[src/design/sn_order_pkg.sv]
`default_nettype none

package sn_order_pkg;

  // ------------------------------
  // group geometry
  // ------------------------------
  localparam int SN_W    = 8;    // sequence number width
  localparam int NUM_SN  = 256;  // numbers per group
  localparam int NUM_SLT = 16;   // max slots
  localparam int SLT_W   = 4;
  localparam int MODE_W  = 3;

  typedef enum logic [MODE_W-1:0] {
    sn_16     = 3'd0,  // 16 slots of 16
    sn_32     = 3'd1,
    sn_64     = 3'd2,
    sn_128    = 3'd3,
    sn_256    = 3'd4,  // single slot, whole group
    sn_rsvd_5 = 3'd5,
    sn_rsvd_6 = 3'd6,
    sn_rsvd_7 = 3'd7
  } sn_mode_t;

  // ------------------------------
  // per-mode helpers
  // ------------------------------
  function automatic logic [SN_W:0] slot_size(input sn_mode_t mode);
    case (mode)
      sn_32:   return 32;
      sn_64:   return 64;
      sn_128:  return 128;
      sn_256:  return 256;
      default: return 16;
    endcase
  endfunction

  function automatic logic [SN_W-1:0] slot_mask(input sn_mode_t mode);
    logic [SN_W:0] size_v;
    size_v = slot_size(mode);
    return SN_W'(size_v - 1'b1);
  endfunction

  function automatic logic [SLT_W:0] slot_count(input sn_mode_t mode);
    case (mode)
      sn_32:   return 8;
      sn_64:   return 4;
      sn_128:  return 2;
      sn_256:  return 1;
      default: return 16;
    endcase
  endfunction

  // first number of a slot, slot index folded into the active count
  function automatic logic [SN_W-1:0] slot_base(input sn_mode_t mode,
                                                input logic [SLT_W-1:0] slt);
    logic [SLT_W:0]   cnt;
    logic [SLT_W-1:0] idx;
    cnt = slot_count(mode);
    idx = slt & SLT_W'(cnt - 1'b1);
    return SN_W'(idx * slot_size(mode));
  endfunction

endpackage

`default_nettype wire

[src/design/sn_state_vector.sv]
`timescale 1ns/1ps
`default_nettype none

module sn_state_vector (
  input  logic                           clk,
  input  logic                           rst_n,
  input  sn_order_pkg::sn_mode_t         mode,
  input  logic                           update,
  input  logic [sn_order_pkg::SLT_W-1:0] update_slt,
  input  logic                           set_v,
  input  logic [sn_order_pkg::SN_W-1:0]  set_idx,
  output logic [sn_order_pkg::NUM_SLT-1:0] slot_head,
  output logic                           dup_set
);
  import sn_order_pkg::*;

  logic [NUM_SN-1:0] vec_q;
  logic [NUM_SN-1:0] vec_dn;   // whole vector one bit down
  logic [NUM_SN-1:0] vec_shf;
  logic [NUM_SN-1:0] set_dec;
  logic [SN_W-1:0]   mask;
  logic [SN_W-1:0]   upd_base;

  assign mask     = slot_mask(mode);
  assign upd_base = slot_base(mode, update_slt);
  assign vec_dn   = {1'b0, vec_q[NUM_SN-1:1]};

  // ------------------------------
  // window shift of winning slot
  // ------------------------------
  always_comb begin
    for (int i = 0; i < NUM_SN; i++) begin
      if (update && ((SN_W'(i) & ~mask) == upd_base)) begin
        // top bit of the window takes a zero
        vec_shf[i] = ((SN_W'(i) & mask) == mask) ? 1'b0 : vec_dn[i];
      end else begin
        vec_shf[i] = vec_q[i];
      end
    end
  end

  // set applies against the already shifted window
  assign set_dec = {{(NUM_SN-1){1'b0}}, set_v} << set_idx;
  assign dup_set = |(vec_shf & set_dec);

  always_ff @(posedge clk or negedge rst_n) begin
    if (!rst_n) begin
      vec_q <= '0;
    end else begin
      vec_q <= vec_shf | set_dec;
    end
  end

  // ------------------------------
  // head flags
  // ------------------------------
  always_comb begin
    for (int j = 0; j < NUM_SLT; j++) begin
      if (j < slot_count(mode)) begin
        slot_head[j] = vec_q[slot_base(mode, SLT_W'(j))];
      end else begin
        slot_head[j] = 1'b0;  // slot not used in this mode
      end
    end
  end

endmodule

`default_nettype wire

[config.mk]
export PLATFORM = sky130hd
export DESIGN_NAME = sn_state_vector
export DESIGN_NICKNAME = d
export VERILOG_FILES = /design/src/design/sn_order_pkg.sv /design/src/design/sn_state_vector.sv
export SDC_FILE = /design/constraint.sdc
export NUM_CORES = 1
export LEC_CHECK = 0
export CAP_MARGIN = 5
export CORE_MARGIN = 2
export CORE_UTILIZATION = 34
export CTS_CLUSTER_SIZE = 40
export DETAILED_ROUTE_END_ITERATION = 12
export DONT_BUFFER_PORTS = 1
export PLACE_DENSITY = 0.54
export SYNTH_ARGS = -nofsm -noshare
export SYNTH_HDL_FRONTEND = slang
export SYNTH_SLANG_ARGS = --single-unit
[constraint.sdc]
create_clock -name clk -period 20.4 [get_ports clk]
set_clock_uncertainty 0.15 [all_clocks]
set_input_delay 4.08 -clock clk [delete_from_list [all_inputs] [get_ports clk]]
set_output_delay 4.08 -clock clk [all_outputs]
set_load 0.05 [all_outputs]
==> run metrics <==
Filler cells=approximately 4,500; global-route wire length before repair=99.3 mm; Tcrit/Tclk final=0.790; Synthesis Warnings=0; Layout area overhead=11.0%; fin area=roughly 17,000 um^2; area of the mapped netlist=around 15,000 um^2; clk_lat worst skew=between 0.5 and 0.6 ns; main combinational cell family by area after synthesis=simple AND/OR/NAND/NOR gates; max reg flops=between 200 and 300; clk buf depth=3; DRT antenna net count=0; Synth Area in Simple Gates=0.185; worst endpoint required time=around 16 ns; sequential area share after synthesis=0.418; Final Hold Slack=0.370 ns; number of vias per cell=6.36; via count=14,200; Cells after Synth=about 1,700; FFs w/ async S/R, synth=1.00; Synth Area in Compound Gates=0.151; Post-Route WL=about 70 mm; f_max=between 0.06 and 0.07 GHz; vias in the first global route=approximately 13,000; Power Internal=about 0.0012 W; most frequent cells in the layout=dfrtp_1, mux2i_1, o21ai_0; crit end category=primary output; crit path DAT=between 10 and 15 ns; share of the synthesized area in the top cell type=0.418; Top Registers=vec_q x256; Sequential Power Share=0.443; TNS Setup=0 ns; Slew HR=0.238; DR iter-0 viols=1,854; post-synthesis mux area share=0.182; Tightest Pin Transition=around 1.1 ns; Max-Cap Viols=0; P_sw=slightly above 0.0007 W; grt total ovfl=0; initial antenna violation count=3; Sink Count=256; clock transition at the registers of the reported paths=around 0.060 ns; Comb pwr share=0.254; # DRC=0; Sw Ratio=0.368; number of synthesized flops with an enable pin=0; largest net degree at the start of global routing=257; postcts setup bufs=0; max-slew violations=0; Biggest register=vec_q; RSZ-0062 raised after global routing=false; clock power share=0.303; TritonCTS clock tree=built; CTS root buf=clkbuf_16; share of cells above drive strength 1=0.0790; final worst path period need=around 16 ns; Die Ht=around 220 um; port bufs=0; worst hold path class=reg -> reg; Setup crit start kind=input pin; Final setup viols=0; HPWL after DPL=around 53 mm; Top FF cell, synth=dfrtp_1; Avg WL per Cell=around 32 um; Post-Synth XOR/XNOR Area=0.0149; Cell Area, Placed=roughly 16,000 um^2; Netlist cell types=75; Synth area leader=dfrtp_1; Avg Inst Size Synth=just over 9 um^2; Placeable Area=around 44,000 um^2; Post-CTS Hold Fix Bufs=0; PD cells=~120 nW/um^2; leak pwr=7.59 nW; die area=approximately 47,000 um^2; VDD IR max=64.0 uV; nets@finish=roughly 1,600; outcome=finished, final reports clean; #FFs+latches synth=between 200 and 300; post-synthesis adder-cell area fraction=0.0132; CP Class=in -> out; IO Pins=36; RD Place Congestion=0.999; cts repair resizes=0; Final Hold Fails=0; CTS Buf Count=30; TritonRoute pass-1 iters=5; Core Rows=77; Synthesized Nets=around 1,700; most common cell after layout, fill and taps aside=dfrtp_1; Die X=roughly 220 um; gr usage total=0.295; critical-path maximum fanout=22; H-tree levels=1; largest cells by area after synthesis=dfrtp_1, mux2i_1, o21ai_0, nand2_1, nor3_1; Initial Util=0.346
==> routing by layer <==
metal | track usage | wire length [um]
met3 | 0.0452 | 6040
met1 | 0.414 | 29600
met4 | 0.162 | 4560
met2 | 0.435 | 29900
met5 | 0 | 26
==> power groups by stage <==
stage	Combinational, W	Clock [W]	Sequential, W
2_1_floorplan	0.000374	0	0.000785
3_3_place_gp	0.000482	0	0.000864
3_5_place_dp	0.000489	0	0.000868
4_1_cts	0.000491	0.000600	0.000861
5_1_grt	0.000543	0.000620	0.000881
6_report	0.000497	0.000594	0.000868
==> stage by stage <==
step / utilization / setup slack, ns / total power [W] / cells
floorplan: - / 5.75 / 0.00116 / 1654
global placement: 0.359 / 4.41 / 0.00135 / 2167
detailed placement: 0.360 / 4.41 / 0.00136 / 2168
CTS: 0.384 / 4.40 / 0.00195 / 2224
global route: 0.384 / 3.88 / 0.00204 / 2224
finish: 0.384 / 4.28 / 0.00196 / 2226
==> cell families (layout without fill, tap and decap cells) <==
group / count (synthesis) / in the layout
simple gates: 584 / 584
buf+inv: 137 / 115
xor+xnor: 21 / 21
mux: 269 / 269
other cells: 0 / 2
compound gates: 372 / 372
fa+ha+maj: 15 / 15
flops: 256 / 256
==> critical path, stage by stage <==
cell and delay, ns:
nor2_1 0.30, nand2_1 0.35, ha_1 0.51, o21ai_2 0.14, inv_1 0.12, and2_1 0.18
ha_1 0.30, ha_1 0.30, ha_1 0.20, xor3_1 0.36, o221ai_1 0.19, o32ai_2 0.67
nor2_1 0.40, nand2_1 0.94, mux2i_1 0.28, o32ai_1 0.15, nor4_1 0.79, nand4_1 0.16
or4_1 0.59, or4_1 0.87
==> worst paths after layout <==
check | start | end | slack [ns] | cells after the start
worst max-delay path | mode[1] | dup_set | 4.28 | 20
worst min-delay path | vec_q[53] | vec_q[53] | 0.37 | 2
worst max register to register | vec_q[208] | vec_q[207] | 18.82 | 4
worst min register to register | vec_q[53] | vec_q[53] | 0.37 | 2
max in group asynchronous | rst_n | vec_q[20] | 16.31 | 0
min in group asynchronous | rst_n | vec_q[65] | 3.06 | 0
==> final cells by class <==
class | count | area (um^2) | area share
clock buffer | 44 | 885 | 0.0520
multi-input combinational | 1261 | 8420 | 0.495
inverter | 20 | 75.1 | 0.00441
antenna | 2 | 5.00 | 0.000294
clock inverter | 12 | 193 | 0.0113
timing repair buffer | 39 | 290 | 0.0171
tap | 592 | 741 | 0.0435
sequential | 256 | 6410 | 0.376
==> synth_stat cells (all sizes together) (9+ instances only) <==
master and instances:
or3 13, clkbuf 92, nand3 29, and2 16, a31oi 12, xnor2 12
nand4 9, nor4 32, a21oi 22, o31ai 9, nor3 121, buf 25
dfrtp 256, o32ai 40, ha 13, o21ai 212, or4 11, mux2 10
o22ai 18, nor2b 22, inv 20, nor2 105, nand2 179, and3 11
nand2b 14, mux2i 252
Power figures use the tool's default switching activity.
