--- src/design/sn_order_pkg.sv ---
`default_nettype none

package sn_order_pkg;

  // ------------------------------
  // group geometry
  // ------------------------------
  localparam int SN_W    = 8;    // sequence number width
  localparam int NUM_SN  = 256;  // numbers per group
  localparam int NUM_SLT = 16;   // max slots
  localparam int SLT_W   = 4;
  localparam int MODE_W  = 3;

  typedef enum logic [MODE_W-1:0] {
    sn_16     = 3'd0,  // 16 slots of 16
    sn_32     = 3'd1,
    sn_64     = 3'd2,
    sn_128    = 3'd3,
    sn_256    = 3'd4,  // single slot, whole group
    sn_rsvd_5 = 3'd5,
    sn_rsvd_6 = 3'd6,
    sn_rsvd_7 = 3'd7
  } sn_mode_t;

  // ------------------------------
  // per-mode helpers
  // ------------------------------
  function automatic logic [SN_W:0] slot_size(input sn_mode_t mode);
    case (mode)
      sn_32:   return 32;
      sn_64:   return 64;
      sn_128:  return 128;
      sn_256:  return 256;
      default: return 16;
    endcase
  endfunction

  function automatic logic [SN_W-1:0] slot_mask(input sn_mode_t mode);
    logic [SN_W:0] size_v;
    size_v = slot_size(mode);
    return SN_W'(size_v - 1'b1);
  endfunction

  function automatic logic [SLT_W:0] slot_count(input sn_mode_t mode);
    case (mode)
      sn_32:   return 8;
      sn_64:   return 4;
      sn_128:  return 2;
      sn_256:  return 1;
      default: return 16;
    endcase
  endfunction

  // first number of a slot, slot index folded into the active count
  function automatic logic [SN_W-1:0] slot_base(input sn_mode_t mode,
                                                input logic [SLT_W-1:0] slt);
    logic [SLT_W:0]   cnt;
    logic [SLT_W-1:0] idx;
    cnt = slot_count(mode);
    idx = slt & SLT_W'(cnt - 1'b1);
    return SN_W'(idx * slot_size(mode));
  endfunction

endpackage

`default_nettype wire

--- src/design/sn_apb_pkg.sv ---
`default_nettype none

package sn_apb_pkg;

  localparam int APB_AW = 4;
  localparam int APB_DW = 32;

  // ------------------------------
  // register map
  // ------------------------------
  // mode in [2:0], rw
  localparam logic [APB_AW-1:0] REG_MODE   = 4'h0;
  // [0] sticky duplicate error, write 1 to clear
  localparam logic [APB_AW-1:0] REG_STATUS = 4'h4;

endpackage

`default_nettype wire

--- src/design/sn_cfg_regs.sv ---
`timescale 1ns/1ps
`default_nettype none

module sn_cfg_regs (
  input  logic                          clk,
  input  logic                          rst_n,
  input  logic                          psel,
  input  logic                          penable,
  input  logic                          pwrite,
  input  logic [sn_apb_pkg::APB_AW-1:0] paddr,
  input  logic [sn_apb_pkg::APB_DW-1:0] pwdata,
  input  logic                          dup_hit,
  input  logic                          dup_set,
  output logic [sn_apb_pkg::APB_DW-1:0] prdata,
  output logic                          pready,
  output logic                          pslverr,
  output sn_order_pkg::sn_mode_t        mode,
  output logic                          err_any
);
  import sn_order_pkg::*;
  import sn_apb_pkg::*;

  logic     access;
  logic     wr_mode;
  logic     wr_status;
  logic     mode_rsvd;
  sn_mode_t mode_q;
  logic     err_q;

  assign access    = psel & penable;
  assign wr_mode   = access & pwrite & (paddr == REG_MODE);
  assign wr_status = access & pwrite & (paddr == REG_STATUS);
  assign mode_rsvd = pwdata[MODE_W-1:0] > sn_256;  // codes 5..7

  assign pready  = 1'b1;  // zero wait states
  assign pslverr = wr_mode & mode_rsvd;

  always_ff @(posedge clk or negedge rst_n) begin
    if (!rst_n) begin
      mode_q <= sn_16;
    end else if (wr_mode && !mode_rsvd) begin
      mode_q <= sn_mode_t'(pwdata[MODE_W-1:0]);
    end
  end

  // sticky error, a new hit wins over a clear in the same cycle
  always_ff @(posedge clk or negedge rst_n) begin
    if (!rst_n) begin
      err_q <= 1'b0;
    end else if (dup_hit || dup_set) begin
      err_q <= 1'b1;
    end else if (wr_status && pwdata[0]) begin
      err_q <= 1'b0;
    end
  end

  always_comb begin
    prdata = '0;
    case (paddr)
      REG_MODE:   prdata[MODE_W-1:0] = mode_q;
      REG_STATUS: prdata[0]          = err_q;
      default:    prdata             = '0;
    endcase
  end

  assign mode    = mode_q;
  assign err_any = err_q;

endmodule

`default_nettype wire

--- config.mk ---
export PLATFORM = sky130hd
export DESIGN_NAME = sn_cfg_regs
export DESIGN_NICKNAME = d
export VERILOG_FILES = /design/src/design/sn_order_pkg.sv /design/src/design/sn_apb_pkg.sv /design/src/design/sn_cfg_regs.sv
export SDC_FILE = /design/constraint.sdc
export NUM_CORES = 1
export LEC_CHECK = 0
export BUFFER_PORTS_ARGS = -buffer_cell sky130_fd_sc_hd__buf_2
export CAP_MARGIN = 25
export CORE_UTILIZATION = 27
export CTS_CLUSTER_DIAMETER = 40
export DETAILED_ROUTE_END_ITERATION = 10
export MAX_ROUTING_LAYER = met4
export PLACE_DENSITY_LB_ADDON = 0.12
export SLEW_MARGIN = 20
export SYNTH_ARGS = -nofsm -noshare
export SYNTH_HDL_FRONTEND = slang
export SYNTH_SLANG_ARGS = --single-unit
--- constraint.sdc ---
create_clock -name clk -period 1 [get_ports clk]
set_input_delay 0.1 -clock clk [delete_from_list [all_inputs] [get_ports clk]]
set_output_delay 0.1 -clock clk [all_outputs]
set_load 0.02 [all_outputs]
==> flow_summary_export.csv <==
group,metric,value,unit
die,die_w,44.2,microns
placed_design,globalplace.congestion,0.677,
power_and_ir_drop,peakVddDrop,0.000347,V
hold_path,hold_path.class,"in2reg",
sta,drv_slew,0,
placed_design,portBuffers,21,
critical_path,arrival,0.99,ns
clocking,cts_tree,"built",
sta,setup_violations,4,
final_layout,drive_above_1_share,0.434,
drt,viasPerCell,3.69,
logic_synthesis,yosys.area.top_type_share,0.469,
die,std_cell_rows,14,
logic_synthesis,synth_largest_area_cell,"buf_4",
global_route,track_usage,0.0888,
sta,rsz0062_at_grt,"yes",
die,dieArea,0.00195,sq mm
drt,postRouteAntennaNets,0,
sta,setup_ws,-0.0870,ns
logic_synthesis,netlist_instances,54,
clocking,clk_path_buf_depth,2,
logic_synthesis,synth_area_leaders,"buf_4 47%, dfrtp_1 21%, and2_2 4.7%",
global_route,grt_max_degree,5,
power_and_ir_drop,switching_share,0.382,
placed_design,hpwlAfterDp,684,microns
drt,drt_iter0_drc,12,
die,initial_core_util,0.305,
drt,drc_errors,0,
die,ioPinCount,81,
logic_synthesis,syn-mean-instance-area,8.90,sq um
drt,wire_per_inst,8.80,microns
logic_synthesis,ys.warnings.count,0,
sta,tns,-0.215,ns
sta,fin_skew,0,ns
clocking,cts.reportedPaths.clkPinSlew,0.04,ns
final_layout,syn_to_final_growth,29.9,%
critical_path,critPathMaxFanout,2,
sta,fin_crit_sh,1.09,
global_route,grt_overflow,0,
final_layout,fillerInstances,165,
final_layout,multi_input_area,264,sq um
final_layout,nNetsFinal,128,
logic_synthesis,syn_area,480,sq um
sta,finalHoldViolations,0,
power_and_ir_drop,intPower,0.000388,W
flow_run,maxCapViolCount,0,
global_route,grt_pass1_vias,300,
clocking,cts-root-buf,"clkbuf_4",
run_status,run_status,"finished, violations left",
sta,clock.fmax,920,MHz
global_route,antenna_found_initial,0,
clocking,clock_latency,0.23,ns
power_and_ir_drop,comb_power_share,0.383,
critical_path,worstSetupEndpointType,"output pin",
die,core_area,0.00158,sq mm
critical_path,crit_path_start_kind,"register",
final_layout,seq_area,100,sq um
power_and_ir_drop,clockPowerShare,0.320,
run_status,violations,"negative setup slack",
placed_design,place_ws,-0.166,ns
drt,vias,365,
clocking,cts_sinks,4,
power_and_ir_drop,switchingPower,0.000240,W
critical_path,cp_data_required_time,0.90,ns
final_layout,antenna_cells,0,
logic_synthesis,synth.distinct_cells,15,
power_and_ir_drop,p_seq_frac,0.297,
power_and_ir_drop,powerDensity,1010,mW/mm^2
clocking,cts_made_buffers,3,
drt,drt_wl_total,871,microns
die,fp.dieH,44.2,microns
power_and_ir_drop,leakage,0.359,nW
drt,firstDrtPassIters,6,
logic_synthesis,synth_seq_cells,4,
sta,fin_crit,1.09,ns
logic_synthesis,yosysSeqAreaShare,0.208,
critical_path,crit_type,"reg2out",
clocking,htreeDepth,1,
global_route,grt_first_pass_wirelength,1190,microns
[cells by family (layout without fill, tap and decap cells)]
family,count (synthesis),count (layout),share of synthesized area
AOI/OAI and AO/OA,7,7,0.109
DFF,4,4,0.208
buffers and inverters,30,31,0.469
other,2,30,0.0156
and+or+nand+nor,11,11,0.198
[final timing paths]
check / startpoint / end / slack (ns) / depth (start not counted)
worst max-delay path: err_any$_DFFE_PN0P_ / prdata[0] / -0.09 / 2
worst min-delay path: dup_set / err_any$_DFFE_PN0P_ / 0.06 / 2
worst max register to register: err_any$_DFFE_PN0P_ / err_any$_DFFE_PN0P_ / 0.14 / 2
worst min register to register: mode[2]$_DFFE_PN0P_ / mode[2]$_DFFE_PN0P_ / 0.54 / 2
max in group asynchronous: rst_n / mode[2]$_DFFE_PN0P_ / 0.66 / 2
min in group asynchronous: rst_n / err_any$_DFFE_PN0P_ / 0.21 / 2
[flip-flops by register name (all words and copies together), names as in the netlist]
register and count:
err_any 1, mode 3
[routing by layer]
metal  global-route usage  part of all wire  routed length [microns]  up-vias
li1                     -                 -                        -      180
met4               0.0727                 0                        0        0
met1               0.0852              0.34                      294      161
met3               0.0286             0.083                       72        0
met5                    -                 0                        0        -
met2                0.144              0.58                      504       24
[final cells by class]
class                      count  share of cell area
timing repair buffer          28               0.349
sequential                     4               0.160
clock buffer                   3              0.0361
multi-input combinational     48               0.423
tap                           16              0.0321
[layout by cell type (no fill, tap or decap), types with 2 or more instances in the layout]
master     count
dfrtp_1        4
and2_4         3
a21oi_1        2
and3b_1        2
a2bb2oi_1      2
buf_4          5
buf_6          8
clkbuf_4       3
nor2_1         2
conb_1        30
buf_2         13
[cell usage after synthesis (all sizes together)]
cell type,n
nor4b,1
a211o,1
dfrtp,4
a21oi,2
nand3,1
and3b,2
buf,30
a22o,1
a31oi,1
and3,1
a2bb2oi,2
conb,2
and2,3
nor4,1
nor2,2
[through the flow]
stage / util / cell area (sq um) / cells / power [W] / hold slack, ns
4_1_cts: 0.387 / 611 / 99 / 0.000639 / 0.0487
3_3_place_gp: 0.327 / 515 / 93 / 0.000400 / -0.0842
5_1_grt: 0.396 / 624 / 99 / 0.000676 / 0.0452
3_5_place_dp: 0.327 / 515 / 93 / 0.000398 / -0.0893
2_1_floorplan: - / 586 / 82 / 0.000424 / -0.196
6_report: 0.396 / 624 / 99 / 0.000628 / 0.0551
[power by group through the flow]
stage | registers [W] | logic (W) | clock network [W]
2_1_floorplan | 0.000206 | 0.000218 | 0
3_3_place_gp | 0.000190 | 0.000209 | 0
3_5_place_dp | 0.000190 | 0.000208 | 0
4_1_cts | 0.000187 | 0.000238 | 0.000214
5_1_grt | 0.000188 | 0.000258 | 0.000230
6_report | 0.000186 | 0.000241 | 0.000201
[worst max-delay path: stages (launching register included)]
cell	delay, ns
dfrtp_1	0.38
a22o_2	0.24
buf_6	0.13
[what timing repair did]
| item | in CTS | in global routing |
|---|---|---|
| setup endpoints to repair | 4 | 5 |
| hold buffers | 1 | 0 |
| resized for setup | 16 | 4 |
| gates cloned | 0 | 0 |
| pin swaps | 3 | 0 |
| endpoints found under the hold margin | 4 | 0 |
| setup buffers | 2 | 0 |
Note: power is estimated with default switching activity, not from simulation.
