[config.mk]
export PLATFORM = sky130hd
export DESIGN_NAME = sn_order_ctrl
export DESIGN_NICKNAME = d
export VERILOG_FILES = /design/src/design/sn_order_pkg.sv /design/src/design/sn_order_ctrl.sv
export SDC_FILE = /design/constraint.sdc
export NUM_CORES = 1
export LEC_CHECK = 0
export ABC_AREA = 1
export BUFFER_PORTS_ARGS = -buffer_cell sky130_fd_sc_hd__buf_2
export CAP_MARGIN = 20
export CORE_MARGIN = 5
export CORE_UTILIZATION = 47
export CTS_CLUSTER_DIAMETER = 50
export DETAILED_ROUTE_END_ITERATION = 10
export HOLD_SLACK_MARGIN = 0.08
export MAX_ROUTING_LAYER = met4
export PLACE_DENSITY_LB_ADDON = 0.08
export SYNTH_ARGS = -nofsm -noshare
export SYNTH_HDL_FRONTEND = slang
export SYNTH_SLANG_ARGS = --single-unit
[constraint.sdc]
create_clock -name clk -period 2.8 [get_ports clk]
set_input_delay 0.28 -clock clk [delete_from_list [all_inputs] [get_ports clk]]
set_output_delay 0.28 -clock clk [all_outputs]
set_load 0.01 [all_outputs]
[src/design/sn_order_pkg.sv]
`default_nettype none

package sn_order_pkg;

  // ------------------------------
  // group geometry
  // ------------------------------
  localparam int SN_W    = 8;    // sequence number width
  localparam int NUM_SN  = 256;  // numbers per group
  localparam int NUM_SLT = 16;   // max slots
  localparam int SLT_W   = 4;
  localparam int MODE_W  = 3;

  typedef enum logic [MODE_W-1:0] {
    sn_16     = 3'd0,  // 16 slots of 16
    sn_32     = 3'd1,
    sn_64     = 3'd2,
    sn_128    = 3'd3,
    sn_256    = 3'd4,  // single slot, whole group
    sn_rsvd_5 = 3'd5,
    sn_rsvd_6 = 3'd6,
    sn_rsvd_7 = 3'd7
  } sn_mode_t;

  // ------------------------------
  // per-mode helpers
  // ------------------------------
  function automatic logic [SN_W:0] slot_size(input sn_mode_t mode);
    case (mode)
      sn_32:   return 32;
      sn_64:   return 64;
      sn_128:  return 128;
      sn_256:  return 256;
      default: return 16;
    endcase
  endfunction

  function automatic logic [SN_W-1:0] slot_mask(input sn_mode_t mode);
    logic [SN_W:0] size_v;
    size_v = slot_size(mode);
    return SN_W'(size_v - 1'b1);
  endfunction

  function automatic logic [SLT_W:0] slot_count(input sn_mode_t mode);
    case (mode)
      sn_32:   return 8;
      sn_64:   return 4;
      sn_128:  return 2;
      sn_256:  return 1;
      default: return 16;
    endcase
  endfunction

  // first number of a slot, slot index folded into the active count
  function automatic logic [SN_W-1:0] slot_base(input sn_mode_t mode,
                                                input logic [SLT_W-1:0] slt);
    logic [SLT_W:0]   cnt;
    logic [SLT_W-1:0] idx;
    cnt = slot_count(mode);
    idx = slt & SLT_W'(cnt - 1'b1);
    return SN_W'(idx * slot_size(mode));
  endfunction

endpackage

`default_nettype wire

[src/design/sn_order_ctrl.sv]
`timescale 1ns/1ps
`default_nettype none

module sn_order_ctrl (
  input  logic                           clk,
  input  logic                           rst_n,
  input  sn_order_pkg::sn_mode_t         mode,
  input  logic                           cmp_v,
  input  logic [sn_order_pkg::SN_W-1:0]  cmp_sn,
  input  logic [sn_order_pkg::SLT_W-1:0] cmp_slt,
  input  logic [sn_order_pkg::SN_W-1:0]  slot_shift,
  input  logic                           winner_v,
  input  logic [sn_order_pkg::SLT_W-1:0] winner,
  input  logic                           replay_selected,
  output logic                           cmp_ready,
  output logic [sn_order_pkg::SLT_W-1:0] shift_rd_slt,
  output logic                           update,
  output logic [sn_order_pkg::SLT_W-1:0] update_slt,
  output logic                           set_v,
  output logic [sn_order_pkg::SN_W-1:0]  set_idx,
  output logic                           dup_hit,
  output logic                           replay_v,
  output logic                           replay_sequence_v,
  output logic [sn_order_pkg::SN_W-1:0]  replay_sequence
);
  import sn_order_pkg::*;

  logic             sel_q;      // update cycle flag
  logic [SLT_W-1:0] win_q;
  logic             cmp_acc;
  logic [SN_W-1:0]  mask;
  logic [SLT_W-1:0] cmp_slt_n;  // slot folded into active count
  logic [SN_W-1:0]  local_idx;
  logic             stg_v;
  logic [SLT_W-1:0] stg_slt;
  logic [SN_W-1:0]  stg_idx;
  logic             fwd;
  logic [SN_W-1:0]  stg_idx_adj;

  assign mask      = slot_mask(mode);
  assign cmp_slt_n = cmp_slt & SLT_W'(slot_count(mode) - 1'b1);

  // ------------------------------
  // replay side
  // ------------------------------
  assign update            = sel_q;
  assign update_slt        = win_q;
  assign replay_v          = winner_v & ~sel_q;
  assign replay_sequence_v = sel_q;
  assign replay_sequence   = slot_base(mode, win_q) + slot_shift;  // old shift of winner

  always_ff @(posedge clk or negedge rst_n) begin
    if (!rst_n) begin
      sel_q <= 1'b0;
      win_q <= '0;
    end else begin
      sel_q <= replay_selected;
      if (replay_selected) win_q <= winner;
    end
  end

  // ------------------------------
  // completion stage
  // ------------------------------
  // the single shift read port is busy in the update cycle
  assign cmp_ready    = ~sel_q;
  assign cmp_acc      = cmp_v & cmp_ready;
  assign shift_rd_slt = sel_q ? win_q : cmp_slt_n;
  assign local_idx    = ((cmp_sn & mask) - slot_shift) & mask;

  always_ff @(posedge clk or negedge rst_n) begin
    if (!rst_n) begin
      stg_v <= 1'b0;
    end else begin
      stg_v <= cmp_acc;
    end
  end

  always_ff @(posedge clk or negedge rst_n) begin
    if (!rst_n) begin
      stg_slt <= '0;
      stg_idx <= '0;
    end else if (cmp_acc) begin
      stg_slt <= cmp_slt_n;
      stg_idx <= local_idx;
    end
  end

  // window of the same slot moves down this cycle
  assign fwd         = update & (update_slt == stg_slt);
  assign dup_hit     = stg_v & fwd & (stg_idx == '0);  // head being replayed
  assign set_v       = stg_v & ~dup_hit;
  assign stg_idx_adj = fwd ? stg_idx - 1'b1 : stg_idx;
  assign set_idx     = slot_base(mode, stg_slt) + stg_idx_adj;

  a_sel_with_valid: assert property (@(posedge clk) disable iff (!rst_n)
    replay_selected |-> replay_v);

endmodule

`default_nettype wire

==> results of run 1 <==
==> sequential cells by signal, indices dropped and copies added (netlist names) <==
register	cells
stg_slt	4
replay_sequence_v	1
stg_v	1
stg_idx	8
update_slt	4
==> area by class of cell <==
type | instances | area [um^2] | share of cell area
Multi-Input combinational cell | 204 | 1350 | 0.497
Timing Repair Buffer | 95 | 579 | 0.213
Sequential cell | 18 | 450 | 0.166
Inverter | 58 | 220 | 0.0810
Tap cell | 50 | 62.6 | 0.0230
Clock buffer | 4 | 55.1 | 0.0203
==> layer usage <==
| layer | GRT usage | part of all wire | vias up |
|---|---|---|---|
| met3 | 0.00935 | 0.043 | 2 |
| met4 | 0.0466 | 0.0082 | 0 |
| met5 | - | 0 | - |
| met1 | 0.255 | 0.47 | 896 |
| met2 | 0.322 | 0.48 | 48 |
| li1 | - | - | 1078 |
==> stage by stage <==
stage	util	cells	power (mW)
floorplan	-	288	0.627
global placement	0.624	418	0.809
detailed placement	0.624	418	0.816
CTS	0.656	427	1.05
global route	0.670	429	1.15
finish	0.670	429	1.06
==> path summary, 6_finish.rpt <==
| path | start | slack (ps) | end | cells after the start |
|---|---|---|---|---|
| max | update_slt[1]$_DFFE_PN0P_ | -310 | replay_sequence[7] | 11 |
| min | replay_selected | 230 | replay_sequence_v$_DFF_PN0_ | 1 |
| max reg2reg | replay_sequence_v$_DFF_PN0_ | 1120 | stg_idx[4]$_DFFE_PN0P_ | 6 |
| min reg2reg | stg_idx[0]$_DFFE_PN0P_ | 510 | stg_idx[0]$_DFFE_PN0P_ | 2 |
| max in group asynchronous | rst_n | 2050 | stg_idx[1]$_DFFE_PN0P_ | 2 |
| min in group asynchronous | rst_n | 470 | update_slt[3]$_DFFE_PN0P_ | 2 |
==> power breakdown <==
| part | switching (mW) | internal [mW] |
|---|---|---|
| sequential | 0.0227 | 0.291 |
| clock | 0.0785 | 0.125 |
| combinational | 0.297 | 0.242 |
| total | 0.398 | 0.658 |
==> cells in the final DEF, fill, tap and decap left out, types with 7 or more instances in the layout <==
cell      n
buf_2    59
nand2_1  57
inv_1    50
buf_4    32
nor2_1   28
o21ai_0  21
ha_1     18
dfrtp_1  18
nand3_1  15
nand2_2   7
inv_2     7
xor2_1    7
==> cells by family (layout without fill, tap and decap cells) <==
kind of cell,count (synthesis),in the layout,synth area share
simple gates,129,129,0.298
buf+inv,66,157,0.137
compound gates,37,37,0.107
fa+ha+maj,25,25,0.175
flops,18,18,0.226
xor+xnor,13,13,0.0570
==> critical path: stages (launching register included) <==
cell and delay [ps]:
dfrtp_1 390, inv_2 70, nor2_1 40, ha_1 320, ha_4 290, inv_2 30, fa_1 450, fa_2 350
xor2_1 170, xnor2_1 180, xnor2_1 140, buf_2 150
==> what timing repair did <==
item	4_1_cts	5_1_grt
buffers inserted	4	2
resized for setup	11	10
endpoints found under the hold margin	18	0
pin swaps	14	10
setup endpoints to repair	4	4
hold buffers	1	0
==> results_dict.tcl, run 1 <==
set metrics [dict create \
    status "finished, violations left" \
    violations "setup timing" \
    antenna_cells 0 \
    ys_seq_elements 18 \
    io_buffers 61 \
    grt_pass1_vias 1874 \
    drc 0 \
    crit_arrival_ps 2830 \
    cts.path.max_buffers 2 \
    synth_edf_count 0 \
    grt_usage 0.192 \
    max_freq_mhz 322 \
    end_kind "output pin" \
    synth_most_common_cell "nand2_1" \
    ir_drop_v 0.000216 \
    yosysWarnings 0 \
    drive_gt1_frac 0.356 \
    worstPathRequired_ps 2520 \
    clock_skew_ps 3.38 \
    startpoint_type "register" \
    avgSynthCellArea_um2 6.93 \
    syn_nets 345 \
    max-cap-violations 0 \
    dp_hpwl_mm 4.28 \
    dp_slack_ps -273 \
    antenna_found_initial 0 \
    slew_headroom 0.739 \
    p_leak_nw 1.54 \
    drtIter0Drc 70 \
    worstMarginPinSlew_ps 391 \
    timing.final.crit_share 1.11 \
    final-setup-viol-count 4 \
    viasPerCell 4.72 \
    synth_area_leaders "dfrtp_1 23%, ha_1 13%, nand2_1 12%" \
    slew_violations 0 \
    power_density_mw_per_mm2 389 \
    area_growth_pct 36.1 \
    grt_pass1_wl_mm 8.20 \
    num_rows 23 \
    ys_seq_area_frac 0.226 \
    fillers 365 \
    numCtsBuffers 3 \
    synth-main-ff-cell "dfrtp_1" \
    clkTransAtPathRegs_ps 70 \
    synth_common_cells "63 x nand2_1, 55 x inv_1, 30 x nor2_1, 21 x o21ai_0, 20 x ha_1" \
    fp.dieH_um 75.2 \
    insertion_delay_ps 250 \
    die_w_um 75.2 \
    ys_types 33 \
    wirelength_mm 4.89 \
    synth_async_sr_flop_share 1.00 \
    place_area_mm2 0.00253 \
    fp.coreArea_mm2 0.00406 \
    worstSetupPathType "register to output pin" \
    tns_ps -691 \
    pin_count 62 \
    clock-sinks 18 \
    place_congestion 0.901 \
    final_nets 437 \
    worst-path-max-fanout 2 \
    vias 2024 \
    fin_crit_ps 3110 \
    wl_per_cell_um 11.4 \
    cts_root_buffer "clkbuf_8" \
    detail-route-antenna-nets 0 \
    netlist_area_mm2 0.00200 \
    firstDrtPassIters 4 \
    netlist_instances 288 \
    grt_overflow 0 \
    h-tree-depth 1 \
    synth_top_area_frac 0.226 \
    synth_area_leader_cell "dfrtp_1" \
    start_util 0.492 \
    final_area_mm2 0.00272 \
    setup_slack_ps -309 \
    hold_class "input port to register" \
    cts_tree "done" \
    finalHoldViolations 0 \
    finalHoldWorstSlack_ps 227 \
    dieArea_mm2 0.00565 \
    grt_max_degree 19 \
    grt_setup_unrepaired "yes" \
]
(Power assumes the default switching activity.)
==> run 2, diff against run 1 <==
--- a/config.mk
+++ b/config.mk
@@ -15,6 +15,7 @@
 export HOLD_SLACK_MARGIN = 0.08
 export MAX_ROUTING_LAYER = met4
 export PLACE_DENSITY_LB_ADDON = 0.08
+export REMOVE_ABC_BUFFERS = 1
 export SYNTH_ARGS = -nofsm -noshare
 export SYNTH_HDL_FRONTEND = slang
 export SYNTH_SLANG_ARGS = --single-unit
==> results_dict.tcl, run 2 (same netlist as run 1, synthesis figures left out) <==
set metrics [dict create \
    worstPathRequired_ps 2520 \
    die_w_um 75.2 \
    final-setup-viol-count 3 \
    dp_cells 415 \
    insertion_delay_ps 260 \
    wirelength_mm 5.04 \
    io_buffers 61 \
    grt_use_met3 0.00401 \
    max-cap-violations 0 \
    max_freq_mhz 324 \
    ff2ff_setup_slack_ps 1060 \
    numCtsBuffers 3 \
    top_usage_layer "met2" \
    antenna_cells 0 \
    setup_slack_ps -287 \
    fp.dieH_um 75.2 \
    fillers 373 \
    vias 2015 \
    fin_cells 428 \
    fp.coreArea_mm2 0.00406 \
    detail-route-antenna-nets 0 \
    dp_hpwl_mm 4.22 \
    pin_count 62 \
    grt_max_degree 19 \
    place_congestion 0.843 \
    grtUsageMet2 0.322 \
    power_density_mw_per_mm2 388 \
    slew_violations 0 \
    grt_usage 0.196 \
    largest_register "stg_idx" \
    drtIter0Drc 72 \
    grt_pass1_vias 1854 \
    antenna_found_initial 0 \
    clock_skew_ps 6.88 \
    wl_per_cell_um 11.8 \
    clkTransAtPathRegs_ps 70 \
    final_nets 436 \
    h-tree-depth 1 \
    firstDrtPassIters 4 \
    cts_tree "done" \
    grt_pass1_wl_mm 8.29 \
    status "finished, violations left" \
    drc 0 \
    timing.final.crit_share 1.10 \
    final_cell_mix "61 x buf_2, 58 x nand2_1, 50 x inv_1, 30 x buf_4, 27 x nor2_1" \
    grtUsageMet1 0.262 \
    drive_gt1_frac 0.360 \
    dieArea_mm2 0.00565 \
    slew_headroom 0.602 \
    p_leak_nw 1.54 \
    startpoint_type "register" \
    violations "setup timing" \
    worst-path-max-fanout 5 \
    largest_register_ffs 8 \
    grt_overflow 0 \
    cts_root_buffer "clkbuf_8" \
    grt_setup_unrepaired "yes" \
    layout_commonest_cell "buf_2" \
    worstSetupPathType "register to output pin" \
    area_growth_pct 35.3 \
    ir_drop_v 0.000324 \
    total_power_mw 1.05 \
    crit_arrival_ps 2810 \
    hold_class "input port to register" \
    fin_crit_ps 3090 \
    viasPerCell 4.71 \
    end_kind "output pin" \
    num_rows 23 \
    finalHoldViolations 0 \
    clock-sinks 18 \
    cts.path.max_buffers 2 \
    start_util 0.492 \
    worstMarginPinSlew_ps 591 \
]
-- run 2: power by group --
part / total, mW / switching, mW / internal (mW) / leakage (nW)
logic: 0.522 / 0.293 / 0.229 / 1.28
registers: 0.316 / 0.0250 / 0.291 / 0.227
clock network: 0.209 / 0.0845 / 0.125 / 0.0288
-- run 2: repair_timing --
| action | 4_1_cts | 5_1_grt |
|---|---|---|
| pin swaps | 14 | 12 |
| setup buffers | 5 | 3 |
| setup endpoints to repair | 4 | 4 |
| endpoints found under the hold margin | 18 | 0 |
| resized for setup | 8 | 17 |
| hold buffers | 1 | 0 |
-- run 2: final timing paths --
path	startpoint	end	depth (start not counted)
setup / recovery	update_slt[1]$_DFFE_PN0P_	set_idx[6]	17
hold / removal	replay_selected	replay_sequence_v$_DFF_PN0_	1
setup reg to reg	replay_sequence_v$_DFF_PN0_	stg_idx[7]$_DFFE_PN0P_	6
hold reg to reg	stg_slt[3]$_DFFE_PN0P_	stg_slt[3]$_DFFE_PN0P_	2
max in group asynchronous	rst_n	stg_idx[0]$_DFFE_PN0P_	2
min in group asynchronous	rst_n	stg_slt[0]$_DFFE_PN0P_	2
-- run 2: critical path, cell delays in order (launching register included) --
cell and delay [ps]:
dfrtp_1 390, inv_2 80, buf_6 110, nand2_2 50, nand3_2 70, nor2_4 50
nand3_2 90, nor2_2 40, buf_4 140, nand2_4 60, nor2_4 40, nor2_1 90
inv_1 60, fa_1 550, inv_2 50, fa_2 520, inv_1 30, buf_2 130
-- run 2: layer usage --
layer  up-vias  wire length (um)
li1       1078                 -
met4         0                73
met2        38              2470
met5         -                 0
met3         5               157
met1       894              2340
-- run 2: final cells by class --
cell class	instances	area, um^2	area share
multi-input cells	204	1350	0.501
repair buffers	94	563	0.208
inverters	58	218	0.0806
flip-flops and latches	18	450	0.167
well taps	50	62.6	0.0232
clock buffers	4	55.1	0.0204
-- run 2: metrics by stage --
stage                     setup TNS [ps]   util  area (um^2)  hold WS [ps]  worst slack, ps
after floorplan                     -272      -         1940         -15.6             -242
after global placement              -803  0.613         2490           237             -333
after detailed placement           -1130  0.613         2490           233             -416
after CTS                           -930  0.643         2610           212             -339
after global routing               -1450  0.666         2700           211             -465
final                               -807  0.666         2700           221             -287
