**config.mk**
```make
export PLATFORM = sky130hd
export DESIGN_NAME = sn_shift_table
export DESIGN_NICKNAME = d
export VERILOG_FILES = /design/src/design/sn_order_pkg.sv /design/src/design/sn_shift_table.sv
export SDC_FILE = /design/constraint.sdc
export NUM_CORES = 1
export LEC_CHECK = 0
export ABC_AREA = 1
export BUFFER_PORTS_ARGS = -buffer_cell sky130_fd_sc_hd__buf_2
export CORE_ASPECT_RATIO = 1.2
export CORE_MARGIN = 2
export CORE_UTILIZATION = 50
export CTS_CLUSTER_SIZE = 30
export DETAILED_ROUTE_END_ITERATION = 6
export PLACE_DENSITY_LB_ADDON = 0.25
export SLEW_MARGIN = 10
export SYNTH_ARGS = -nofsm -noshare
export SYNTH_HDL_FRONTEND = slang
export SYNTH_SLANG_ARGS = --single-unit
```
**constraint.sdc**
```tcl
create_clock -name clk -period 1.23 [get_ports clk]
set_input_delay 0.123 -clock clk [delete_from_list [all_inputs] [get_ports clk]]
set_output_delay 0.123 -clock clk [all_outputs]
set_load 0.01 [all_outputs]
```
**src/design/sn_order_pkg.sv**
```systemverilog
`default_nettype none

package sn_order_pkg;

  // ------------------------------
  // group geometry
  // ------------------------------
  localparam int SN_W    = 8;    // sequence number width
  localparam int NUM_SN  = 256;  // numbers per group
  localparam int NUM_SLT = 16;   // max slots
  localparam int SLT_W   = 4;
  localparam int MODE_W  = 3;

  typedef enum logic [MODE_W-1:0] {
    sn_16     = 3'd0,  // 16 slots of 16
    sn_32     = 3'd1,
    sn_64     = 3'd2,
    sn_128    = 3'd3,
    sn_256    = 3'd4,  // single slot, whole group
    sn_rsvd_5 = 3'd5,
    sn_rsvd_6 = 3'd6,
    sn_rsvd_7 = 3'd7
  } sn_mode_t;

  // ------------------------------
  // per-mode helpers
  // ------------------------------
  function automatic logic [SN_W:0] slot_size(input sn_mode_t mode);
    case (mode)
      sn_32:   return 32;
      sn_64:   return 64;
      sn_128:  return 128;
      sn_256:  return 256;
      default: return 16;
    endcase
  endfunction

  function automatic logic [SN_W-1:0] slot_mask(input sn_mode_t mode);
    logic [SN_W:0] size_v;
    size_v = slot_size(mode);
    return SN_W'(size_v - 1'b1);
  endfunction

  function automatic logic [SLT_W:0] slot_count(input sn_mode_t mode);
    case (mode)
      sn_32:   return 8;
      sn_64:   return 4;
      sn_128:  return 2;
      sn_256:  return 1;
      default: return 16;
    endcase
  endfunction

  // first number of a slot, slot index folded into the active count
  function automatic logic [SN_W-1:0] slot_base(input sn_mode_t mode,
                                                input logic [SLT_W-1:0] slt);
    logic [SLT_W:0]   cnt;
    logic [SLT_W-1:0] idx;
    cnt = slot_count(mode);
    idx = slt & SLT_W'(cnt - 1'b1);
    return SN_W'(idx * slot_size(mode));
  endfunction

endpackage

`default_nettype wire

```
**src/design/sn_shift_table.sv**
```systemverilog
`timescale 1ns/1ps
`default_nettype none

module sn_shift_table (
  input  logic                           clk,
  input  logic                           rst_n,
  input  sn_order_pkg::sn_mode_t         mode,
  input  logic [sn_order_pkg::SLT_W-1:0] rd_slt,
  input  logic                           update,
  input  logic [sn_order_pkg::SLT_W-1:0] update_slt,
  output logic [sn_order_pkg::SN_W-1:0]  rd_shift
);
  import sn_order_pkg::*;

  logic [SN_W-1:0] shift_q [NUM_SLT];
  logic [SN_W-1:0] mask;

  assign mask = slot_mask(mode);

  // ------------------------------
  // shift counters
  // ------------------------------
  // count of numbers already replayed per slot, wraps at slot size
  always_ff @(posedge clk or negedge rst_n) begin
    if (!rst_n) begin
      for (int i = 0; i < NUM_SLT; i++) begin
        shift_q[i] <= '0;
      end
    end else begin
      for (int i = 0; i < NUM_SLT; i++) begin
        if (update && (update_slt == SLT_W'(i))) begin
          shift_q[i] <= (shift_q[i] + 1'b1) & mask;
        end
      end
    end
  end

  assign rd_shift = shift_q[rd_slt];  // no read latency

endmodule

`default_nettype wire

```
==> Implementation_results.wiki, run 1 <==
{| class="wikitable"
! Metric !! Value
|-
| Final clock period utilization by the worst path || 1.29
|-
| Status || finished with violations
|-
| Register-to-Register Path Depth || 10
|-
| Number of levels in the clock H-tree || 4
|-
| Initial antenna violation count || 0
|-
| Number of failing setup endpoints in the final timing report || 15
|-
| Inserted Clock Buffers || 17
|-
| Total standard cell area after synthesis || 0.00831 mm²
|-
| CTS clk-pin slew, worst paths || 0.06 ns
|-
| Number of optimization iterations in the first detailed-route pass || 6
|-
| Highest achievable clock rate || 0.630 GHz
|-
| Number of max-slew violations in the final report || 0
|-
| Worst min-delay path class || input pin to async pin
|-
| Starting DRC count in detailed routing || 768
|-
| Post-synthesis cell count || 1,255
|-
| Number of routed nets with antenna violations || 0
|-
| Cell mode on critical path || nand3_1
|-
| Post-synthesis area per instance || 6.62 µm²
|-
| Crit-path cells || inv_1, nand2_1, nand3_1, nand3_1, nand3_2, nand2_2, buf_6
|-
| Clock skew || 0.00554 ns
|-
| Die Width || 122 µm
|-
| Critical path data required time || 1.11 ns
|-
| FF+latch count, synth || 128
|-
| Share of layout cells above drive strength 1 || 0.311
|-
| WL per Instance || 15.2 µm
|-
| Count of port buffers added during placement || 21
|-
| P per Cell Area || 1870 mW/mm²
|-
| Core Region || 0.0163 mm²
|-
| Kind of end point of the critical path || output port
|-
| Post-route cell area || 0.0114 mm²
|-
| Max-Slew Margin vs Limit || 0.737
|-
| Clock tree from TritonCTS || yes
|-
| Number of distinct standard cells referenced by the synthesized netlist || 16
|-
| Share of the yosys chip area belonging to registers || 0.385
|-
| Residual DRC count || 0
|-
| Largest voltage drop on the vdd net || 1.06 mV
|-
| Placer Congestion || 0.911
|-
| Post-Syn Nets || 1,285
|-
| Global-route wire length before repair || 40,000 µm
|-
| Transition time of the tightest slew-check pin || 0.394 ns
|-
| Die Area || 0.0177 mm²
|-
| RR Startpoint || shift_q[104]
|-
| Clock root buffer || clkbuf_16
|-
| Synth Warn # || 0
|-
| Hold violation count in the final report || 0
|-
| Via count of the first global-routing pass || 8,369
|-
| Setup ws final || -0.357 ns
|-
| Std cell rows || 51
|-
| Final wirelength || 25,600 µm
|-
| Instance area after placement || 0.00956 mm²
|-
| Highest cell delay on the worst timing path || 0.39 ns
|-
| Total half-perimeter wirelength after legalization and detailed placement || 16,600 µm
|-
| Final total negative setup slack || -3.00 ns
|-
| Critical Path AT || 1.46 ns
|-
| Critical setup path kind || flip-flop to output port
|-
| Mean number of vias per cell || 5.32
|-
| Number of flip-flops in the largest register || 128
|-
| Max-capacitance violation count || 0
|-
| Total inserted antenna cells || 0
|-
| Total Routing Usage GR || 0.287
|-
| Initial Utilization || 0.511
|-
| Sinks on the clock net || 128
|-
| Worst Path Max Fanout || 3
|-
| Biggest register || shift_q
|-
| Critical path startpoint category || flip-flop
|-
| I/O pin total || 22
|-
| Registers with the most flip-flops || shift_q x128
|-
| LEAKAGE || 5.98 nW
|-
| Final critical delay including setup and external delays || 1.59 ns
|-
| Overall via count from detail_route || 8,946
|-
| Total global routing overflow || 0
|-
| Unrepaired setup endpoints after global routing || yes
|-
| Maximum number of pins on one net before global-route repair || 47
|-
| Layout-stage area growth over the synthesis result || 37.1%
|-
| Worst path slowest cell || dfrtp_1
|-
| Worst flop-to-flop path endpoint || shift_q[108]
|-
| Number of nets in the layout || 1,489
|-
| Flop-to-flop setup slack || -0.12 ns
|-
| Failing checks || setup timing
|-
| Clk buf depth || 2
|-
| Vertical die dimension || 145 µm
|-
| Worst skew pair latency || 0.43 ns
|}
==> power breakdown <==
group	switching (mW)	total, mW	internal, mW
clock network	1.87	5.31	3.44
logic	5.17	9.48	4.31
registers	1.03	6.57	5.53
total	8.07	21.4	13.3
==> cell usage in the layout (no fill, tap or decap), drive strengths merged, types with 3 or more instances in the layout <==
cell type  synthesis  layout
nand4             37      37
nor2              86      86
bufinv             0       3
nand3            190     190
inv              189     189
o21ai             28      28
xor2              47      47
ha                16      16
buf               41     230
clkbuf             5      26
dfrtp            128     128
a21oi             26      26
nand2            461     461
==> Yosys cell counts <==
master	n	area (µm²)
o21ai_0	28	140
nor2_1	86	323
clkbuf_1	5	18.8
xor2_1	47	412
dfrtp_1	128	3200
a21oi_1	26	130
ha_1	16	200
nand2_1	461	1730
nand3b_1	1	7.51
nand3_1	190	951
inv_2	2	7.51
buf_1	4	15.0
nand4_1	37	231
inv_1	187	702
buf_4	21	158
buf_2	16	80.1
==> cells by family (layout without fill, tap and decap cells) <==
family	after synthesis	count (layout)	share of synthesized area
buf+inv	235	451	0.118
compound gates	54	54	0.0325
xor+xnor	47	47	0.0495
fa+ha+maj	16	16	0.0241
simple gates	775	775	0.390
flops	128	128	0.385
==> critical path: cells and delay by family (launching register included) <==
kind                   cells  cell delay [ns]
flip-flops                 1             0.39
AND/OR/NAND/NOR            5             0.42
buffers and inverters      2             0.22
==> routing by layer <==
| metal | vias to the layer above | GRT usage | routed length (µm) |
|---|---|---|---|
| met5 | - | 0 | 0 |
| met1 | 4198 | 0.384 | 10700 |
| met2 | 361 | 0.462 | 12400 |
| li1 | 4322 | - | - |
| met3 | 65 | 0.0515 | 1750 |
| met4 | 0 | 0.107 | 762 |
==> worst max path at each step <==
stage	startpoint	end	cells after the start
4_1_cts	shift_q[47]	rd_shift[7]	7
2_1_floorplan	shift_q[120]	shift_q[126]	8
3_5_place_dp	rd_slt[0]	rd_shift[4]	9
3_3_place_gp	rd_slt[0]	rd_shift[4]	9
5_1_grt	shift_q[23]	rd_shift[7]	7
6_report	shift_q[23]	rd_shift[7]	7
==> stage by stage <==
step                 util  cells  total power, mW  setup slack [ns]  hold slack [ns]
floorplan               -   1255             10.4             0.119           -0.173
global placement    0.587   1580             13.0           -0.0802           0.0281
detailed placement  0.587   1580             13.1           -0.0606           0.0286
CTS                 0.667   1666             19.9            -0.341            0.120
global route        0.700   1683             22.7            -0.406            0.153
finish              0.700   1683             21.4            -0.357            0.127
==> repair_timing <==
item,CTS,global route
setup endpoints to repair,11,42
pin swaps,37,39
gates resized for setup,125,118
buffers inserted,54,21
endpoints found under the hold margin,128,0
hold buffers,1,0
==> area by class of cell <==
| cell class | count | area, µm² |
|---|---|---|
| Clock buffer | 26 | 509 |
| Clock inverter | 5 | 100 |
| Fill cell | 1317 | 4880 |
| Inverter | 189 | 714 |
| Multi-Input combinational cell | 892 | 4710 |
| Sequential cell | 128 | 3200 |
| Tap cell | 212 | 265 |
| Timing Repair Buffer | 231 | 1890 |
No activity file was read; power rests on OpenSTA's default activity.
==> inputs of run 2 (changes only) <==
Settings changed: SETUP_SLACK_MARGIN set to 0.5.
==> run 2 against run 1 <==
The flow still finishes with violations (setup timing). Routed wire length is 27% higher. Die area did not move. Clock power increased by 5.1%. Final cell count increased by 1.8%. Setup slack worse by 0.13 ns. Utilization rose by 10 points. Total power grew 20%. Sequential cell count did not move. First-iteration DRC count up 45%. Register-to-register slack improved by 0.02 ns. Largest cell class unchanged.
==> Implementation_results.wiki, run 2 (synthesis results as in run 1) <==
{| class="wikitable"
! Metric !! Value
|-
| Critical path data required time || 1.11 ns
|-
| Via count of the first global-routing pass || 9,151
|-
| Layout fillers || 874
|-
| Highest cell delay on the worst timing path || 0.40 ns
|-
| Final total negative setup slack || -4.18 ns
|-
| Critical Path AT || 1.59 ns
|-
| Number of optimization iterations in the first detailed-route pass || 5
|-
| Overall via count from detail_route || 9,999
|-
| Most Used Layer, Global Route || met2
|-
| Count of port buffers added during placement || 21
|-
| I/O pin total || 22
|-
| Hold violation count in the final report || 0
|-
| Cell-internal power || 15.2 mW
|-
| Number of failing setup endpoints in the final timing report || 26
|-
| Total half-perimeter wirelength after legalization and detailed placement || 17,300 µm
|-
| Failing checks || setup timing
|-
| Initial Utilization || 0.511
|-
| Global-route wire length before repair || 43,200 µm
|-
| Placer Congestion || 0.910
|-
| Net Sw Power || 10.5 mW
|-
| Final clock period utilization by the worst path || 1.39
|-
| Unrepaired setup endpoints after global routing || yes
|-
| Worst path slowest cell || dfrtp_1
|-
| Biggest register || shift_q
|-
| Worst min-delay path class || input pin to async pin
|-
| Buffer and inverter count on the worst path || 2
|-
| Clock tree from TritonCTS || yes
|-
| Sinks on the clock net || 128
|-
| Die Area || 0.0177 mm²
|-
| Number of max-slew violations in the final report || 0
|-
| Final critical delay including setup and external delays || 1.72 ns
|-
| Max-Slew Margin vs Limit || 0.679
|-
| WL per Instance || 19.0 µm
|-
| Met2 Resource Use GR || 0.529
|-
| Leading cell type in the layout, fill and taps excluded || nand2_1
|-
| CTS clk-pin slew, worst paths || 0.06 ns
|-
| Number of flip-flops in the largest register || 128
|-
| Number of levels in the clock H-tree || 4
|-
| Status || finished with violations
|-
| Initial antenna violation count || 0
|-
| Clk buf depth || 2
|-
| Part of the power in combinational logic || 0.522
|-
| Instance area after placement || 0.0100 mm²
|-
| Total global routing overflow || 0
|-
| Clock share of power || 0.218
|-
| Number of nets in the layout || 1,519
|-
| Core Region || 0.0163 mm²
|-
| LEAKAGE || 6.39 nW
|-
| Crit-path cells || inv_2, nand2_1, nand3_2, nand3_2, nand3_2, nand2_2, buf_6
|-
| Met3 demand-to-capacity share in global routing || 0.0468
|-
| Leading cell types in the layout, fill and taps excluded || nand2_1, buf_4, dfrtp_1
|-
| Total inserted antenna cells || 0
|-
| Worst Path Max Fanout || 2
|-
| Vertical die dimension || 145 µm
|-
| Met1 track utilization from global routing || 0.378
|-
| Final wirelength || 32,500 µm
|-
| Cell mode on critical path || nand3_2
|-
| Number of routed nets with antenna violations || 0
|-
| Proportion of total power due to net switching || 0.409
|-
| Highest achievable clock rate || 0.583 GHz
|-
| Setup ws final || -0.485 ns
|-
| Die Width || 122 µm
|-
| Layout-stage area growth over the synthesis result || 57.4%
|-
| CP top delay family || simple AND/OR/NAND/NOR gates
|-
| Kind of end point of the critical path || output port
|-
| Largest voltage drop on the vdd net || 1.33 mV
|-
| Post-route cell area || 0.0131 mm²
|-
| Inserted Clock Buffers || 17
|-
| Total Routing Usage GR || 0.309
|-
| Critical path startpoint category || flip-flop
|-
| Registers with the most flip-flops || shift_q x128
|-
| Share of layout cells above drive strength 1 || 0.461
|-
| Std cell rows || 51
|-
| Residual DRC count || 0
|-
| Transition time of the tightest slew-check pin || 0.481 ns
|-
| Worst skew pair latency || 0.44 ns
|-
| Clock skew || 0.00649 ns
|-
| Critical setup path kind || flip-flop to output port
|-
| Mean number of vias per cell || 5.83
|-
| Starting DRC count in detailed routing || 1,113
|-
| Clock root buffer || clkbuf_16
|-
| Max-capacitance violation count || 0
|-
| P per Cell Area || 1960 mW/mm²
|-
| Reg power frac || 0.260
|-
| Maximum number of pins on one net before global-route repair || 47
|}
## run 2: final cells by class
class | instances | area (µm²) | area share
multi-input combinational | 894 | 5800 | 0.443
sequential | 128 | 3210 | 0.246
timing repair buffer | 259 | 2390 | 0.183
inverter | 189 | 777 | 0.0594
clock buffer | 22 | 474 | 0.0363
tap | 212 | 265 | 0.0203
clock inverter | 10 | 158 | 0.0121
## run 2: layer usage
| layer | routed length [µm] | vias to the layer above |
|---|---|---|
| li1 | - | 4407 |
| met1 | 11400 | 4708 |
| met2 | 16300 | 679 |
| met3 | 2630 | 205 |
| met4 | 2170 | 0 |
| met5 | 0 | - |
## run 2: per-stage QoR
step	cells	hold WS [ns]	utilization	worst slack [ns]	power [mW]
after floorplan	1255	-0.173	-	0.183	11.2
after global placement	1565	-0.00449	0.617	-0.103	13.8
after detailed placement	1565	-0.00470	0.617	-0.113	14.1
after CTS	1676	0.117	0.740	-0.339	22.5
after global routing	1714	0.122	0.804	-0.500	26.8
final	1714	0.112	0.804	-0.485	25.6
## run 2: path summary, 6_finish.rpt
| kind | from | end | slack, ns | cells past startpoint |
|---|---|---|---|---|
| max | shift_q[20] | rd_shift[4] | -0.49 | 7 |
| min | rst_n | shift_q[3] | 0.11 | 2 |
| max reg2reg | shift_q[9] | shift_q[10] | -0.10 | 7 |
| min reg2reg | shift_q[39] | shift_q[39] | 0.52 | 2 |
| max in group asynchronous | rst_n | shift_q[96] | 0.59 | 3 |
| min in group clk | update_slt[3] | shift_q[33] | 0.25 | 4 |
## run 2: timing repair
action                                  in CTS  in global routing
endpoints found under the setup margin     136                136
hold buffers                                 1                  0
endpoints found under the hold margin      128                  0
cloned                                       2                  0
gates resized for setup                    277                219
buffers inserted                            76                 38
pin swaps                                   99                 99
## run 2: power by group through the flow
stage,Clock [mW],Sequential (mW),Combinational [mW]
finish,5.58,6.67,13.4
global route,5.80,6.74,14.3
CTS,5.55,6.47,10.4
detailed placement,0,6.62,7.45
global placement,0,6.56,7.24
floorplan,0,6.80,4.36
==> inputs of run 3 (changes only) <==
Settings changed: ABC_AREA 1 to 0.
Clock period 1.23 ns to 1.8 ns, I/O delays scaled along.
==> run 3 against run 2 <==
The run still ends with setup timing left. Area after synthesis fell by 12%. Critical path depth fell by 3. Critical endpoint is now rd_shift[6]. Largest cell class unchanged. Count of clock-buffer cells in the layout fell by 2.
==> Implementation_results.wiki, run 3 <==
{| class="wikitable"
! Metric !! Value
|-
| Fin util || 0.725
|-
| Met2 Resource Use GR || 0.530
|-
| Clock share of power || 0.332
|-
| Post-synth EDFFs || 0
|-
| Post-synthesis area per instance || 10.0 µm²
|-
| Most frequently used cell type in the post-synthesis netlist || dfrtp_1
|-
| Clk buf depth || 2
|-
| Kind of end point of the critical path || output port
|-
| Part of the power in combinational logic || 0.301
|-
| Die Area || 0.0157 mm²
|-
| I/O pin total || 22
|-
| Worst flop-to-flop path endpoint || shift_q[70]
|-
| Number of routed nets with antenna violations || 0
|-
| Inserted Clock Buffers || 17
|-
| Max-Slew Margin vs Limit || 0.414
|-
| Core Region || 0.0144 mm²
|-
| Reg power frac || 0.368
|-
| Sinks on the clock net || 128
|-
| Top cells by area in the synthesized netlist || dfrtp_1, mux4_2, nand2_1, o21ai_0, xnor2_1
|-
| Initial Utilization || 0.512
|-
| Post-synthesis cell count || 735
|-
| Post-placement setup slack || -0.0600 ns
|-
| Number of flip-flops in the largest register || 128
|-
| Met1 track utilization from global routing || 0.402
|-
| Met3 demand-to-capacity share in global routing || 0.0678
|-
| Share of the yosys chip area belonging to registers || 0.436
|-
| Count of port buffers added during placement || 21
|-
| Most Used Layer, Global Route || met2
|-
| Async set or reset register ratio after synthesis || 1.00
|-
| Unrepaired setup endpoints after global routing || yes
|-
| Cell-internal power || 7.69 mW
|-
| Transition time of the tightest slew-check pin || 0.878 ns
|-
| Share of layout cells above drive strength 1 || 0.440
|-
| Max-capacitance violation count || 0
|-
| WL per Instance || 24.1 µm
|-
| RR Startpoint || shift_q[64]
|-
| Maximum number of pins on one net before global-route repair || 51
|-
| Worst Path Max Fanout || 4
|-
| Failing checks || setup timing
|-
| Die Width || 115 µm
|-
| Total global routing overflow || 0
|-
| Final wirelength || 26,000 µm
|-
| Synth Warn # || 0
|-
| Net Sw Power || 3.61 mW
|-
| Worst skew pair latency || 0.43 ns
|-
| List of most frequent post-synthesis cells || dfrtp_1, nand2_1, o21ai_0
|-
| Status || finished with violations
|-
| Worst min-delay path class || input pin to async pin
|-
| Global-route wire length before repair || 38,000 µm
|-
| Leading cell types in the layout, fill and taps excluded || nand2_1, buf_4, dfrtp_1
|-
| Total inserted antenna cells || 0
|-
| Leading cell type in the layout, fill and taps excluded || nand2_1
|-
| LEAKAGE || 4.40 nW
|-
| Mean number of vias per cell || 6.79
|-
| Residual DRC count || 0
|-
| Total half-perimeter wirelength after legalization and detailed placement || 16,300 µm
|-
| Registers with the most flip-flops || shift_q x128
|-
| Starting DRC count in detailed routing || 1,020
|-
| Final total negative setup slack || -1.54 ns
|-
| Std cell rows || 48
|-
| Critical Path AT || 1.88 ns
|-
| Total standard cell area after synthesis || 0.00735 mm²
|-
| Total Routing Usage GR || 0.324
|-
| Clock root buffer || clkbuf_16
|-
| Via count of the first global-routing pass || 7,013
|-
| Minimum hold slack || 0.253 ns
|-
| Biggest register || shift_q
|-
| Worst Setup SP || shift_q[110]
|-
| Prevailing post-synth register cell || dfrtp_1
|-
| Clock tree from TritonCTS || yes
|-
| Hold violation count in the final report || 0
|-
| Vertical die dimension || 137 µm
|-
| Register-to-Register Path Depth || 7
|-
| CTS clk-pin slew, worst paths || 0.06 ns
|-
| CP endpoint || rd_shift[6]
|-
| Number of max-slew violations in the final report || 0
|-
| Critical path startpoint category || flip-flop
|-
| Layout-stage area growth over the synthesis result || 41.6%
|-
| Final critical delay including setup and external delays || 2.06 ns
|-
| Flop-to-flop setup slack || 0.14 ns
|-
| Highest achievable clock rate || 0.486 GHz
|-
| Proportion of total power due to net switching || 0.319
|-
| Cell taking the most area after synthesis || dfrtp_1
|-
| Overall via count from detail_route || 7,324
|-
| Critical setup path kind || flip-flop to output port
|-
| Number of optimization iterations in the first detailed-route pass || 6
|-
| Setup ws final || -0.256 ns
|-
| Final clock period utilization by the worst path || 1.14
|-
| Largest voltage drop on the vdd net || 0.729 mV
|-
| Instance area after placement || 0.00829 mm²
|-
| Number of nets in the layout || 920
|-
| Initial antenna violation count || 0
|-
| Number of levels in the clock H-tree || 4
|-
| FF+latch count, synth || 128
|-
| Number of failing setup endpoints in the final timing report || 8
|-
| Number of distinct standard cells referenced by the synthesized netlist || 49
|-
| P per Cell Area || 1090 mW/mm²
|-
| Clock skew || 0.00765 ns
|-
| Post-route cell area || 0.0104 mm²
|-
| Placer Congestion || 1.00
|-
| Synth top area share || 0.436
|-
| Critical path data required time || 1.62 ns
|-
| Post-Syn Nets || 765
|}
run 3: kinds of logic (layout without fill, tap and decap cells):
| logic type | after synthesis | in the layout | share of synthesized area |
|---|---|---|---|
| compound gates | 160 | 160 | 0.139 |
| xor+xnor | 48 | 48 | 0.0572 |
| fa+ha+maj | 16 | 16 | 0.0272 |
| buf+inv | 38 | 206 | 0.0233 |
| flops | 128 | 128 | 0.436 |
| mux | 33 | 33 | 0.0996 |
| simple gates | 312 | 312 | 0.217 |
run 3: per-layer routing:
metal | vias to the layer above | routed length, µm
li1 | 3074 | -
met1 | 3627 | 9320
met2 | 480 | 12700
met3 | 143 | 2370
met4 | 0 | 1600
met5 | - | 0
run 3: cell type report:
type                       count  area [µm²]
clock buffer                  20         457
clock inverter                12         184
fill                         912        3950
inverter                      12        45.0
multi-input combinational    569        4890
sequential                   128        3240
tap                          175         219
timing repair buffer         162        1370
run 3: timing repair:
action,in CTS,in global routing
hold endpoints to repair,31,0
buffers inserted,47,29
hold buffers,1,0
gates resized for setup,114,119
pin swaps,36,23
setup endpoints to repair,38,63
run 3: power groups by stage:
| stage | sequential [mW] | combinational [mW] | clock (mW) |
|---|---|---|---|
| after floorplan | 3.88 | 1.19 | 0 |
| after global placement | 4.14 | 1.62 | 0 |
| after detailed placement | 4.16 | 1.70 | 0 |
| after CTS | 4.07 | 2.57 | 3.74 |
| after global routing | 4.18 | 3.68 | 3.89 |
| final | 4.15 | 3.40 | 3.75 |
run 3: worst max-delay path, cell delays in order, from the launching register on:
cell	delay, ns
dfrtp_1	0.44
mux4_2	0.52
a22oi_2	0.24
nand2_1	0.10
buf_2	0.15
run 3: worst min-delay path by stage:
| stage | startpoint | end | slack [ns] |
|---|---|---|---|
| global placement | rst_n | shift_q[19] | 0.17 |
| floorplan | rst_n | shift_q[0] | -0.12 |
| finish | rst_n | shift_q[26] | 0.25 |
| CTS | update_slt[0] | shift_q[121] | 0.24 |
| global route | rst_n | shift_q[24] | 0.30 |
| detailed placement | rst_n | shift_q[19] | 0.17 |
run 3: stage by stage:
stage,power [mW],std cells
2_1_floorplan,5.07,735
3_3_place_gp,5.76,969
3_5_place_dp,5.86,969
4_1_cts,10.4,1049
5_1_grt,11.8,1078
6_report,11.3,1078
